<file path="src/cpu_pkg.sv">
package cpu_pkg;

  localparam int unsigned data_width = 8;
  localparam int unsigned addr_width = 16;

  // Supported 6502 opcodes
  localparam logic [data_width-1:0] op_nop     = 8'hEA;
  localparam logic [data_width-1:0] op_lda_imm = 8'hA9;
  localparam logic [data_width-1:0] op_lda_zp  = 8'hA5;
  localparam logic [data_width-1:0] op_lda_zpx = 8'hB5;
  localparam logic [data_width-1:0] op_ldx_imm = 8'hA2;
  localparam logic [data_width-1:0] op_ldx_zp  = 8'hA6;
  localparam logic [data_width-1:0] op_adc_imm = 8'h69;
  localparam logic [data_width-1:0] op_sta_zp  = 8'h85;
  localparam logic [data_width-1:0] op_jmp_abs = 8'h4C;

  // Sequencer stages
  localparam int unsigned stage_width = 3;
  localparam logic [stage_width-1:0] stage_fetch       = 3'd0;
  localparam logic [stage_width-1:0] stage_operand     = 3'd1;
  localparam logic [stage_width-1:0] stage_access      = 3'd2;
  localparam logic [stage_width-1:0] stage_finish      = 3'd3;
  localparam logic [stage_width-1:0] stage_vector_low  = 3'd6;
  localparam logic [stage_width-1:0] stage_vector_high = 3'd7;

  // Next-address selection
  localparam int unsigned addr_src_width = 3;
  localparam logic [addr_src_width-1:0] addr_src_keep        = 3'd0;
  localparam logic [addr_src_width-1:0] addr_src_pc_next     = 3'd1;
  localparam logic [addr_src_width-1:0] addr_src_zp_data     = 3'd2;
  localparam logic [addr_src_width-1:0] addr_src_zp_hold     = 3'd3;
  localparam logic [addr_src_width-1:0] addr_src_vector_high = 3'd4;
  localparam logic [addr_src_width-1:0] addr_src_jump        = 3'd5;

  localparam logic [addr_width-1:0] reset_address = 16'hFFFC;

endpackage : cpu_pkg

</file>
<file path="src/cpu_ctrl_if.sv">
`timescale 1ns/10ps

interface cpu_ctrl_if;

  // Strobes from the sequencer
  logic load_a_from_data;
  logic load_x_from_data;
  logic alu_index_x;
  logic alu_to_hold;
  logic hold_to_a;
  logic pc_increment;
  logic pc_low_from_data;
  logic pc_high_from_data;
  logic bus_read;
  logic bus_write;
  logic [cpu_pkg::addr_src_width-1:0] addr_src;

  // Values from the datapath
  logic [cpu_pkg::addr_width-1:0] pc_next;
  logic [cpu_pkg::data_width-1:0] pc_low;
  logic [cpu_pkg::data_width-1:0] hold;
  logic [cpu_pkg::data_width-1:0] accumulator;

  modport sequencer (
    output load_a_from_data, load_x_from_data, alu_index_x, alu_to_hold, hold_to_a,
    output pc_increment, pc_low_from_data, pc_high_from_data, bus_read, bus_write,
    output addr_src
  );

  modport datapath (
    input  load_a_from_data, load_x_from_data, alu_index_x, alu_to_hold, hold_to_a,
    input  pc_increment, pc_low_from_data, pc_high_from_data,
    output pc_next, pc_low, hold, accumulator
  );

  modport bus_driver (
    input addr_src, bus_read, bus_write, pc_next, pc_low, hold, accumulator
  );

endinterface : cpu_ctrl_if

</file>
<file path="src/cpu_step_timer.sv">
`timescale 1ns/10ps

module cpu_step_timer #(
  parameter int unsigned clock_divide = 4
) (
  input  logic clock_i,
  input  logic reset_i,
  output logic step_o
);

  logic [$clog2(clock_divide)-1:0] count;

  always_ff @(posedge clock_i) begin
    if (reset_i) begin
      count  <= '0;
      step_o <= 1'b0;
    end else if (count == ($clog2(clock_divide))'(clock_divide - 1)) begin
      count  <= '0;
      step_o <= 1'b1;
    end else begin
      count  <= count + 1'b1;
      step_o <= 1'b0;
    end
  end

endmodule : cpu_step_timer

</file>
<file path="src/cpu_sequencer.sv">
`timescale 1ns/10ps

module cpu_sequencer (
  input  logic                          clock_i,
  input  logic                          reset_i,
  input  logic                          step_i,
  input  logic [cpu_pkg::data_width-1:0] data_i,
  input  logic                          data_valid_i,
  cpu_ctrl_if.sequencer                 ctrl
);

  logic [cpu_pkg::data_width-1:0]  opcode;
  logic [cpu_pkg::stage_width-1:0] stage;
  logic [cpu_pkg::stage_width-1:0] stage_next;
  logic                            capture_opcode;

  always_comb begin
    ctrl.load_a_from_data  = 1'b0;
    ctrl.load_x_from_data  = 1'b0;
    ctrl.alu_index_x       = 1'b0;
    ctrl.alu_to_hold       = 1'b0;
    ctrl.hold_to_a         = 1'b0;
    ctrl.pc_increment      = 1'b0;
    ctrl.pc_low_from_data  = 1'b0;
    ctrl.pc_high_from_data = 1'b0;
    // Every waiting stage sits on a read, so a stall leaves the bus as it is
    ctrl.bus_read          = 1'b1;
    ctrl.bus_write         = 1'b0;
    ctrl.addr_src          = cpu_pkg::addr_src_keep;
    capture_opcode         = 1'b0;
    stage_next             = stage;

    case (stage)
      cpu_pkg::stage_vector_low: begin
        if (data_valid_i) begin
          ctrl.pc_low_from_data = 1'b1;
          ctrl.addr_src         = cpu_pkg::addr_src_vector_high;
          stage_next            = cpu_pkg::stage_vector_high;
        end
      end

      cpu_pkg::stage_vector_high: begin
        if (data_valid_i) begin
          ctrl.pc_high_from_data = 1'b1;
          ctrl.addr_src          = cpu_pkg::addr_src_jump;
          stage_next             = cpu_pkg::stage_fetch;
        end
      end

      cpu_pkg::stage_fetch: begin
        if (data_valid_i) begin
          capture_opcode    = 1'b1;
          // Pending ADC result lands here
          ctrl.hold_to_a    = (opcode == cpu_pkg::op_adc_imm);
          ctrl.pc_increment = 1'b1;
          ctrl.addr_src     = cpu_pkg::addr_src_pc_next;
          stage_next        = cpu_pkg::stage_operand;
        end
      end

      cpu_pkg::stage_operand: begin
        case (opcode)
          cpu_pkg::op_nop: begin
            stage_next = cpu_pkg::stage_fetch;
          end
          cpu_pkg::op_lda_imm, cpu_pkg::op_ldx_imm, cpu_pkg::op_adc_imm: begin
            if (data_valid_i) begin
              ctrl.load_a_from_data = (opcode == cpu_pkg::op_lda_imm);
              ctrl.load_x_from_data = (opcode == cpu_pkg::op_ldx_imm);
              ctrl.alu_to_hold      = (opcode == cpu_pkg::op_adc_imm);
              ctrl.pc_increment     = 1'b1;
              ctrl.addr_src         = cpu_pkg::addr_src_pc_next;
              stage_next            = cpu_pkg::stage_fetch;
            end
          end
          cpu_pkg::op_lda_zp, cpu_pkg::op_ldx_zp, cpu_pkg::op_sta_zp: begin
            if (data_valid_i) begin
              ctrl.bus_write = (opcode == cpu_pkg::op_sta_zp);
              ctrl.bus_read  = (opcode != cpu_pkg::op_sta_zp);
              ctrl.addr_src  = cpu_pkg::addr_src_zp_data;
              stage_next     = cpu_pkg::stage_access;
            end
          end
          cpu_pkg::op_lda_zpx: begin
            if (data_valid_i) begin
              ctrl.alu_index_x = 1'b1;
              ctrl.alu_to_hold = 1'b1;
              stage_next       = cpu_pkg::stage_access;
            end
          end
          cpu_pkg::op_jmp_abs: begin
            if (data_valid_i) begin
              ctrl.pc_low_from_data = 1'b1;
              ctrl.addr_src         = cpu_pkg::addr_src_pc_next;
              stage_next            = cpu_pkg::stage_access;
            end
          end
          default: begin
          end
        endcase
      end

      cpu_pkg::stage_access: begin
        case (opcode)
          cpu_pkg::op_lda_zp, cpu_pkg::op_ldx_zp, cpu_pkg::op_sta_zp: begin
            ctrl.load_a_from_data = (opcode == cpu_pkg::op_lda_zp);
            ctrl.load_x_from_data = (opcode == cpu_pkg::op_ldx_zp);
            ctrl.pc_increment     = 1'b1;
            ctrl.addr_src         = cpu_pkg::addr_src_pc_next;
            stage_next            = cpu_pkg::stage_fetch;
          end
          cpu_pkg::op_lda_zpx: begin
            ctrl.addr_src = cpu_pkg::addr_src_zp_hold;
            stage_next    = cpu_pkg::stage_finish;
          end
          cpu_pkg::op_jmp_abs: begin
            if (data_valid_i) begin
              ctrl.pc_high_from_data = 1'b1;
              ctrl.addr_src          = cpu_pkg::addr_src_jump;
              stage_next             = cpu_pkg::stage_fetch;
            end
          end
          default: begin
          end
        endcase
      end

      cpu_pkg::stage_finish: begin
        if (opcode == cpu_pkg::op_lda_zpx) begin
          ctrl.load_a_from_data = 1'b1;
          ctrl.pc_increment     = 1'b1;
          ctrl.addr_src         = cpu_pkg::addr_src_pc_next;
          stage_next            = cpu_pkg::stage_fetch;
        end
      end

      default: begin
      end
    endcase
  end

  always_ff @(posedge clock_i) begin
    if (reset_i) begin
      stage  <= cpu_pkg::stage_vector_low;
      opcode <= cpu_pkg::op_nop;
    end else if (step_i) begin
      stage <= stage_next;
      if (capture_opcode) begin
        opcode <= data_i;
      end
    end
  end

endmodule : cpu_sequencer

</file>
<file path="src/cpu_datapath.sv">
`timescale 1ns/10ps

module cpu_datapath (
  input  logic                          clock_i,
  input  logic                          reset_i,
  input  logic                          step_i,
  input  logic [cpu_pkg::data_width-1:0] data_i,
  cpu_ctrl_if.datapath                  ctrl
);

  logic [cpu_pkg::data_width-1:0] accumulator;
  logic [cpu_pkg::data_width-1:0] index_x;
  logic [cpu_pkg::data_width-1:0] adder_hold;
  logic [cpu_pkg::addr_width-1:0] program_counter;
  logic [cpu_pkg::data_width-1:0] alu_operand;
  logic [cpu_pkg::data_width-1:0] alu_sum;

  // Plain add, wraps at 256 and has no carry in
  assign alu_operand = ctrl.alu_index_x ? index_x : accumulator;
  assign alu_sum     = alu_operand + data_i;

  assign ctrl.pc_next     = program_counter + 1'b1;
  assign ctrl.pc_low      = program_counter[cpu_pkg::data_width-1:0];
  assign ctrl.hold        = adder_hold;
  assign ctrl.accumulator = accumulator;

  always_ff @(posedge clock_i) begin
    if (reset_i) begin
      accumulator <= '0;
      index_x     <= '0;
    end else if (step_i) begin
      if (ctrl.load_a_from_data) begin
        accumulator <= data_i;
      end else if (ctrl.hold_to_a) begin
        accumulator <= adder_hold;
      end
      if (ctrl.load_x_from_data) begin
        index_x <= data_i;
      end
    end
  end

  always_ff @(posedge clock_i) begin
    if (step_i) begin
      if (ctrl.pc_increment) begin
        program_counter <= ctrl.pc_next;
      end
      if (ctrl.pc_low_from_data) begin
        program_counter[cpu_pkg::data_width-1:0] <= data_i;
      end
      if (ctrl.pc_high_from_data) begin
        program_counter[cpu_pkg::addr_width-1:cpu_pkg::data_width] <= data_i;
      end
      if (ctrl.alu_to_hold) begin
        adder_hold <= alu_sum;
      end
    end
  end

endmodule : cpu_datapath

</file>
<file path="src/cpu_bus_driver.sv">
`timescale 1ns/10ps

module cpu_bus_driver (
  input  logic                          clock_i,
  input  logic                          reset_i,
  input  logic                          step_i,
  input  logic [cpu_pkg::data_width-1:0] data_i,
  cpu_ctrl_if.bus_driver                ctrl,
  output logic [cpu_pkg::addr_width-1:0] address_o,
  output logic [cpu_pkg::data_width-1:0] data_o,
  output logic                          bus_read_o,
  output logic                          bus_write_o
);

  logic [cpu_pkg::addr_width-1:0] address_next;

  always_comb begin
    case (ctrl.addr_src)
      cpu_pkg::addr_src_pc_next: address_next = ctrl.pc_next;
      cpu_pkg::addr_src_zp_data: begin
        address_next = {{(cpu_pkg::addr_width - cpu_pkg::data_width){1'b0}}, data_i};
      end
      cpu_pkg::addr_src_zp_hold: begin
        address_next = {{(cpu_pkg::addr_width - cpu_pkg::data_width){1'b0}}, ctrl.hold};
      end
      cpu_pkg::addr_src_vector_high: address_next = cpu_pkg::reset_address + 1'b1;
      // High byte arrives on the bus, low byte already sits in the PC
      cpu_pkg::addr_src_jump:        address_next = {data_i, ctrl.pc_low};
      default:                       address_next = address_o;
    endcase
  end

  always_ff @(posedge clock_i) begin
    if (reset_i) begin
      address_o   <= cpu_pkg::reset_address;
      data_o      <= '0;
      bus_read_o  <= 1'b1;
      bus_write_o <= 1'b0;
    end else if (step_i) begin
      address_o   <= address_next;
      bus_read_o  <= ctrl.bus_read;
      bus_write_o <= ctrl.bus_write;
      if (ctrl.bus_write) begin
        data_o <= ctrl.accumulator;
      end
    end
  end

endmodule : cpu_bus_driver

</file>
<file path="src/cpu_core.sv">
`timescale 1ns/10ps

module cpu_core #(
  parameter int unsigned clock_divide = 4
) (
  input  logic                          clock_i,
  input  logic                          reset_i,
  input  logic [cpu_pkg::data_width-1:0] data_i,
  input  logic                          data_valid_i,
  output logic [cpu_pkg::data_width-1:0] data_o,
  output logic [cpu_pkg::addr_width-1:0] address_o,
  output logic                          bus_read_o,
  output logic                          bus_write_o
);

  logic step;

  cpu_ctrl_if ctrl ();

  cpu_step_timer #(
    .clock_divide(clock_divide)
  ) i_cpu_step_timer (
    .clock_i(clock_i),
    .reset_i(reset_i),
    .step_o (step)
  );

  cpu_sequencer i_cpu_sequencer (
    .clock_i     (clock_i),
    .reset_i     (reset_i),
    .step_i      (step),
    .data_i      (data_i),
    .data_valid_i(data_valid_i),
    .ctrl        (ctrl.sequencer)
  );

  cpu_datapath i_cpu_datapath (
    .clock_i(clock_i),
    .reset_i(reset_i),
    .step_i (step),
    .data_i (data_i),
    .ctrl   (ctrl.datapath)
  );

  cpu_bus_driver i_cpu_bus_driver (
    .clock_i    (clock_i),
    .reset_i    (reset_i),
    .step_i     (step),
    .data_i     (data_i),
    .ctrl       (ctrl.bus_driver),
    .address_o  (address_o),
    .data_o     (data_o),
    .bus_read_o (bus_read_o),
    .bus_write_o(bus_write_o)
  );

endmodule : cpu_core

</file>
<file path="config.mk">
export PLATFORM = sky130hd
export DESIGN_NAME = cpu_core
export DESIGN_NICKNAME = d
export VERILOG_FILES = /design/src/cpu_pkg.sv /design/src/cpu_ctrl_if.sv /design/src/cpu_step_timer.sv /design/src/cpu_sequencer.sv /design/src/cpu_datapath.sv /design/src/cpu_bus_driver.sv /design/src/cpu_core.sv
export SDC_FILE = /design/constraint.sdc
export NUM_CORES = 1
export LEC_CHECK = 0
export BUFFER_PORTS_ARGS = -buffer_cell sky130_fd_sc_hd__buf_2
export CAP_MARGIN = 20
export CELL_PAD_IN_SITES_DETAIL_PLACEMENT = 1
export CELL_PAD_IN_SITES_GLOBAL_PLACEMENT = 2
export CORE_MARGIN = 5
export CORE_UTILIZATION = 38
export CTS_CLUSTER_SIZE = 28
export DETAILED_ROUTE_END_ITERATION = 12
export PLACE_DENSITY = 0.83
export SETUP_SLACK_MARGIN = 0.02
export SKIP_LAST_GASP = 1
export SYNTH_ARGS = -nofsm -noshare
export SYNTH_HDL_FRONTEND = slang
export SYNTH_SLANG_ARGS = --single-unit
</file>
<file path="constraint.sdc">
create_clock -name clock_i -period 4.1 [get_ports clock_i]
set_input_delay 0.41 -clock clock_i [delete_from_list [all_inputs] [get_ports clock_i]]
set_output_delay 0.41 -clock clock_i [all_outputs]
set_load 0.05 [all_outputs]
</file>
==> flow_summary.ini <==
[run_status]
run_status = finished clean

[setup_path]
timing.critical_path.to_type = register
timing.critical_path.arrival_ns = 3.46
slowest_delay_ns = 0.62
critical_path_required_ns = 4.20
start_kind = register
timing.critical_path.fanout_max = 14
reg2reg_from = i_cpu_sequencer.stage[0]
timing.setup.critical_path_class = register to register
critPathSlowestCell = dfxtp_1
setup.worst_path.start = i_cpu_sequencer.stage[0]
critical_path_buf_inv_count = 0
critical_path.top_delay_family = compound AO/OA/AOI/OAI gates
critical_path.cell_chain = nor4bb_1 > nand3_2 > mux2_2 > ha_1 > a21o_1 > a21oi_1 > nor2b_1 > o21a_1 > o41a_1 > xnor2_1

[grt]
grt_use_met2 = 0.3203
globalRouteOverflowTotal = 0
track_usage = 0.1871
grt_pass1_vias = 3812
gr-max-usage-layer = met2
grt_max_degree = 49
grt_first_pass_wirelength_um = 21030
grt.met1_usage = 0.2369
grt_antenna_before_repair = 0
grtUsageMet3 = 0.03770

[clocking]
postCtsSetupBuffers = 0
clk-insertion-delay-late_ns = 0.35
cts_repair_resize_count = 0
clock_tree.buffer_depth = 2
cts_hold_buf = 0
cts.root.buffer_cell = clkbuf_16
cts-buffers-inserted = 9
clk_transition_reported_paths_ns = 0.06
cts-htree-levels = 3
clock-sinks = 80
tritoncts = yes

[sta]
final_period_minus_worst_setup_slack_ns = 3.364
rsz_0062_raised_after_global_routing = no
relSlewSlack = 0.4392
whs_ns = 0.4314
timing.fmax_mhz = 297.2
finalSetupViolCount = 0
worst_slew_pin_slew_ns = 0.8412
final-max-slew-violation-count = 0
post_route_setup_tns_ns = 0
finalCritPeriodShare = 0.8206
report.final.hold_viol_count = 0
skew_ns = 0.008225

[route]
detailedRoute.firstIterationViolations = 170
total_wire_length_um = 13160
route.detailed.wl_per_inst_um = 20.22
dr.pass1.iters = 4
num_vias = 3698
ant_nets = 0
viasPerCell = 5.680
drcViolationCount = 0

[floorplan]
initial_utilization = 0.3853
die_w_um = 119.9
num_rows = 40
io_pins = 37
die_height_um = 119.9
core_area_um2 = 11910
design.die.area_um2 = 14370

[final_layout]
areaGrowthSynthToFinish_pct = 12.08
post-route-cell-area_um2 = 5144
num_antenna_cells = 0
mostFrequentLayoutCell = dfxtp_1
fin_nets = 521
drive_above_1_share = 0.1607
highest_count_cells_in_the_layout_ignoring_fill_and_taps = dfxtp_1, nand2_1, nor2_1

[yosys]
netlist_instances = 478
yosys_warnings = 0
netlist.top_cell.by_area = dfxtp_1
synthDistinctLibCells = 68
most_area_consuming_cells_after_synthesis = dfxtp_1, edfxtp_1, mux2i_1
synth_enable_flop_cells = 24
synthDominantCellAreaShare = 0.2443
ys_seq_area_frac = 0.4013
synth_fp_nets = 499
synthArstFlopShare = 0
post_synth.cell_area_avg_um2 = 9.601
syn-cell-area_um2 = 4589
synth-seq-cells = 80
top_ff_cell_synth = dfxtp_1

[power_and_ir_drop]
leakage_nw = 1.934
cellPowerDensity_nw_per_um2 = 343.0
max-vdd-ir-drop_mv = 0.1937

[placement]
dpl_cell_area_um2 = 4832
place.gp.congestion = 0.8441
dp_hpwl_um = 9372
placement.io_buffers = 36

[job]
cap_viol_max_count = 0

[min_path]
min-delay-start = i_cpu_step_timer.count[0]
worst_hold_path_type = register to register
## metal layers
| layer | up-vias | share of wire |
|---|---|---|
| li1 | 1806 | - |
| met1 | 1813 | 0.46 |
| met2 | 63 | 0.49 |
| met3 | 16 | 0.038 |
| met4 | 0 | 0.018 |
| met5 | - | 0 |
## cells in the mapped netlist, drive strengths merged, types with 3 or more instances
| cell | number |
|---|---|
| xnor2 | 16 |
| o32a | 9 |
| o21ai | 13 |
| a32oi | 7 |
| nor4bb | 3 |
| dfxtp | 56 |
| and4 | 4 |
| nand3 | 11 |
| and2b | 7 |
| and2 | 3 |
| a22oi | 7 |
| nor3b | 5 |
| xor2 | 7 |
| clkbuf | 13 |
| nor3 | 8 |
| or3 | 3 |
| ha | 9 |
| o21a | 4 |
| nor4 | 4 |
| a21oi | 27 |
| nand2 | 51 |
| nand4 | 5 |
| nor2b | 9 |
| mux2i | 30 |
| nand3b | 5 |
| a211oi | 8 |
| mux2 | 9 |
| a31oi | 5 |
| inv | 6 |
| buf | 16 |
| and4bb | 3 |
| nand2b | 6 |
| o211ai | 3 |
| a221o | 9 |
| edfxtp | 24 |
| nor2 | 50 |
## metrics by stage
| stage | util | setup WS (ns) | instances | total power [mW] |
|---|---|---|---|---|
| floorplan | - | 1.103 | 478 | 0.9010 |
| global placement | 0.4057 | 0.7284 | 636 | 0.9333 |
| global route | 0.4318 | 0.4685 | 651 | 1.830 |
| finish | 0.4318 | 0.7357 | 651 | 1.765 |
| CTS | 0.4318 | 0.7230 | 651 | 1.778 |
| detailed placement | 0.4057 | 0.6529 | 636 | 0.9363 |
## registers in the layout (all words and copies together), names as in the netlist, 2 cells and up
name / flops
i_cpu_bus_driver.address_o: 16
i_cpu_bus_driver.data_o: 8
i_cpu_datapath.ctrl.accumulator: 8
i_cpu_datapath.ctrl.hold: 8
i_cpu_datapath.index_x: 8
i_cpu_datapath.program_counter: 16
i_cpu_sequencer.opcode: 8
i_cpu_sequencer.stage: 3
i_cpu_step_timer.count: 2
## power breakdown
part           switching, mW  internal (mW)
logic                 0.0641         0.0300
clock network          0.332          0.514
registers            0.00585          0.819
total                  0.401           1.36
## final timing paths
| check | to | slack [ns] | depth (start not counted) |
|---|---|---|---|
| max | i_cpu_datapath.ctrl.hold[7] | 0.74 | 10 |
| min | i_cpu_step_timer.count[0] | 0.43 | 1 |
| max reg2reg | i_cpu_datapath.ctrl.hold[7] | 0.74 | 10 |
| min reg2reg | i_cpu_step_timer.count[0] | 0.43 | 1 |
## kinds of logic (layout without fill, tap and decap cells)
family                   Yosys count  after routing  share of synthesized area
AND/OR/NAND/NOR                  183            183                     0.2222
buffers and inverters             35             61                    0.03926
adder cells (fa/ha/maj)           10             10                    0.02890
AO/OA/AOI/OAI                    108            108                     0.1769
flip-flops                        80             80                     0.4013
multiplexers                      39             39                    0.08751
XOR/XNOR                          23             23                    0.04389
## layout make-up
| type | instances | area, um2 |
|---|---|---|
| fillers | 1367 | 6768 |
| repair buffers | 40 | 210.2 |
| clock buffers | 14 | 306.5 |
| clock inverters | 1 | 5.005 |
| well taps | 147 | 183.9 |
| flip-flops and latches | 80 | 1842 |
| multi-input cells | 363 | 2574 |
| inverters | 6 | 22.52 |
## worst reg2reg max path, cell delays in order (launching register included)
cell	delay [ns]
dfxtp_1	0.62
nor4bb_1	0.41
nand3_2	0.32
mux2_2	0.39
ha_1	0.29
a21o_1	0.16
a21oi_1	0.22
nor2b_1	0.07
o21a_1	0.19
o41a_1	0.33
xnor2_1	0.13
Note: power is estimated with default switching activity, not from simulation.
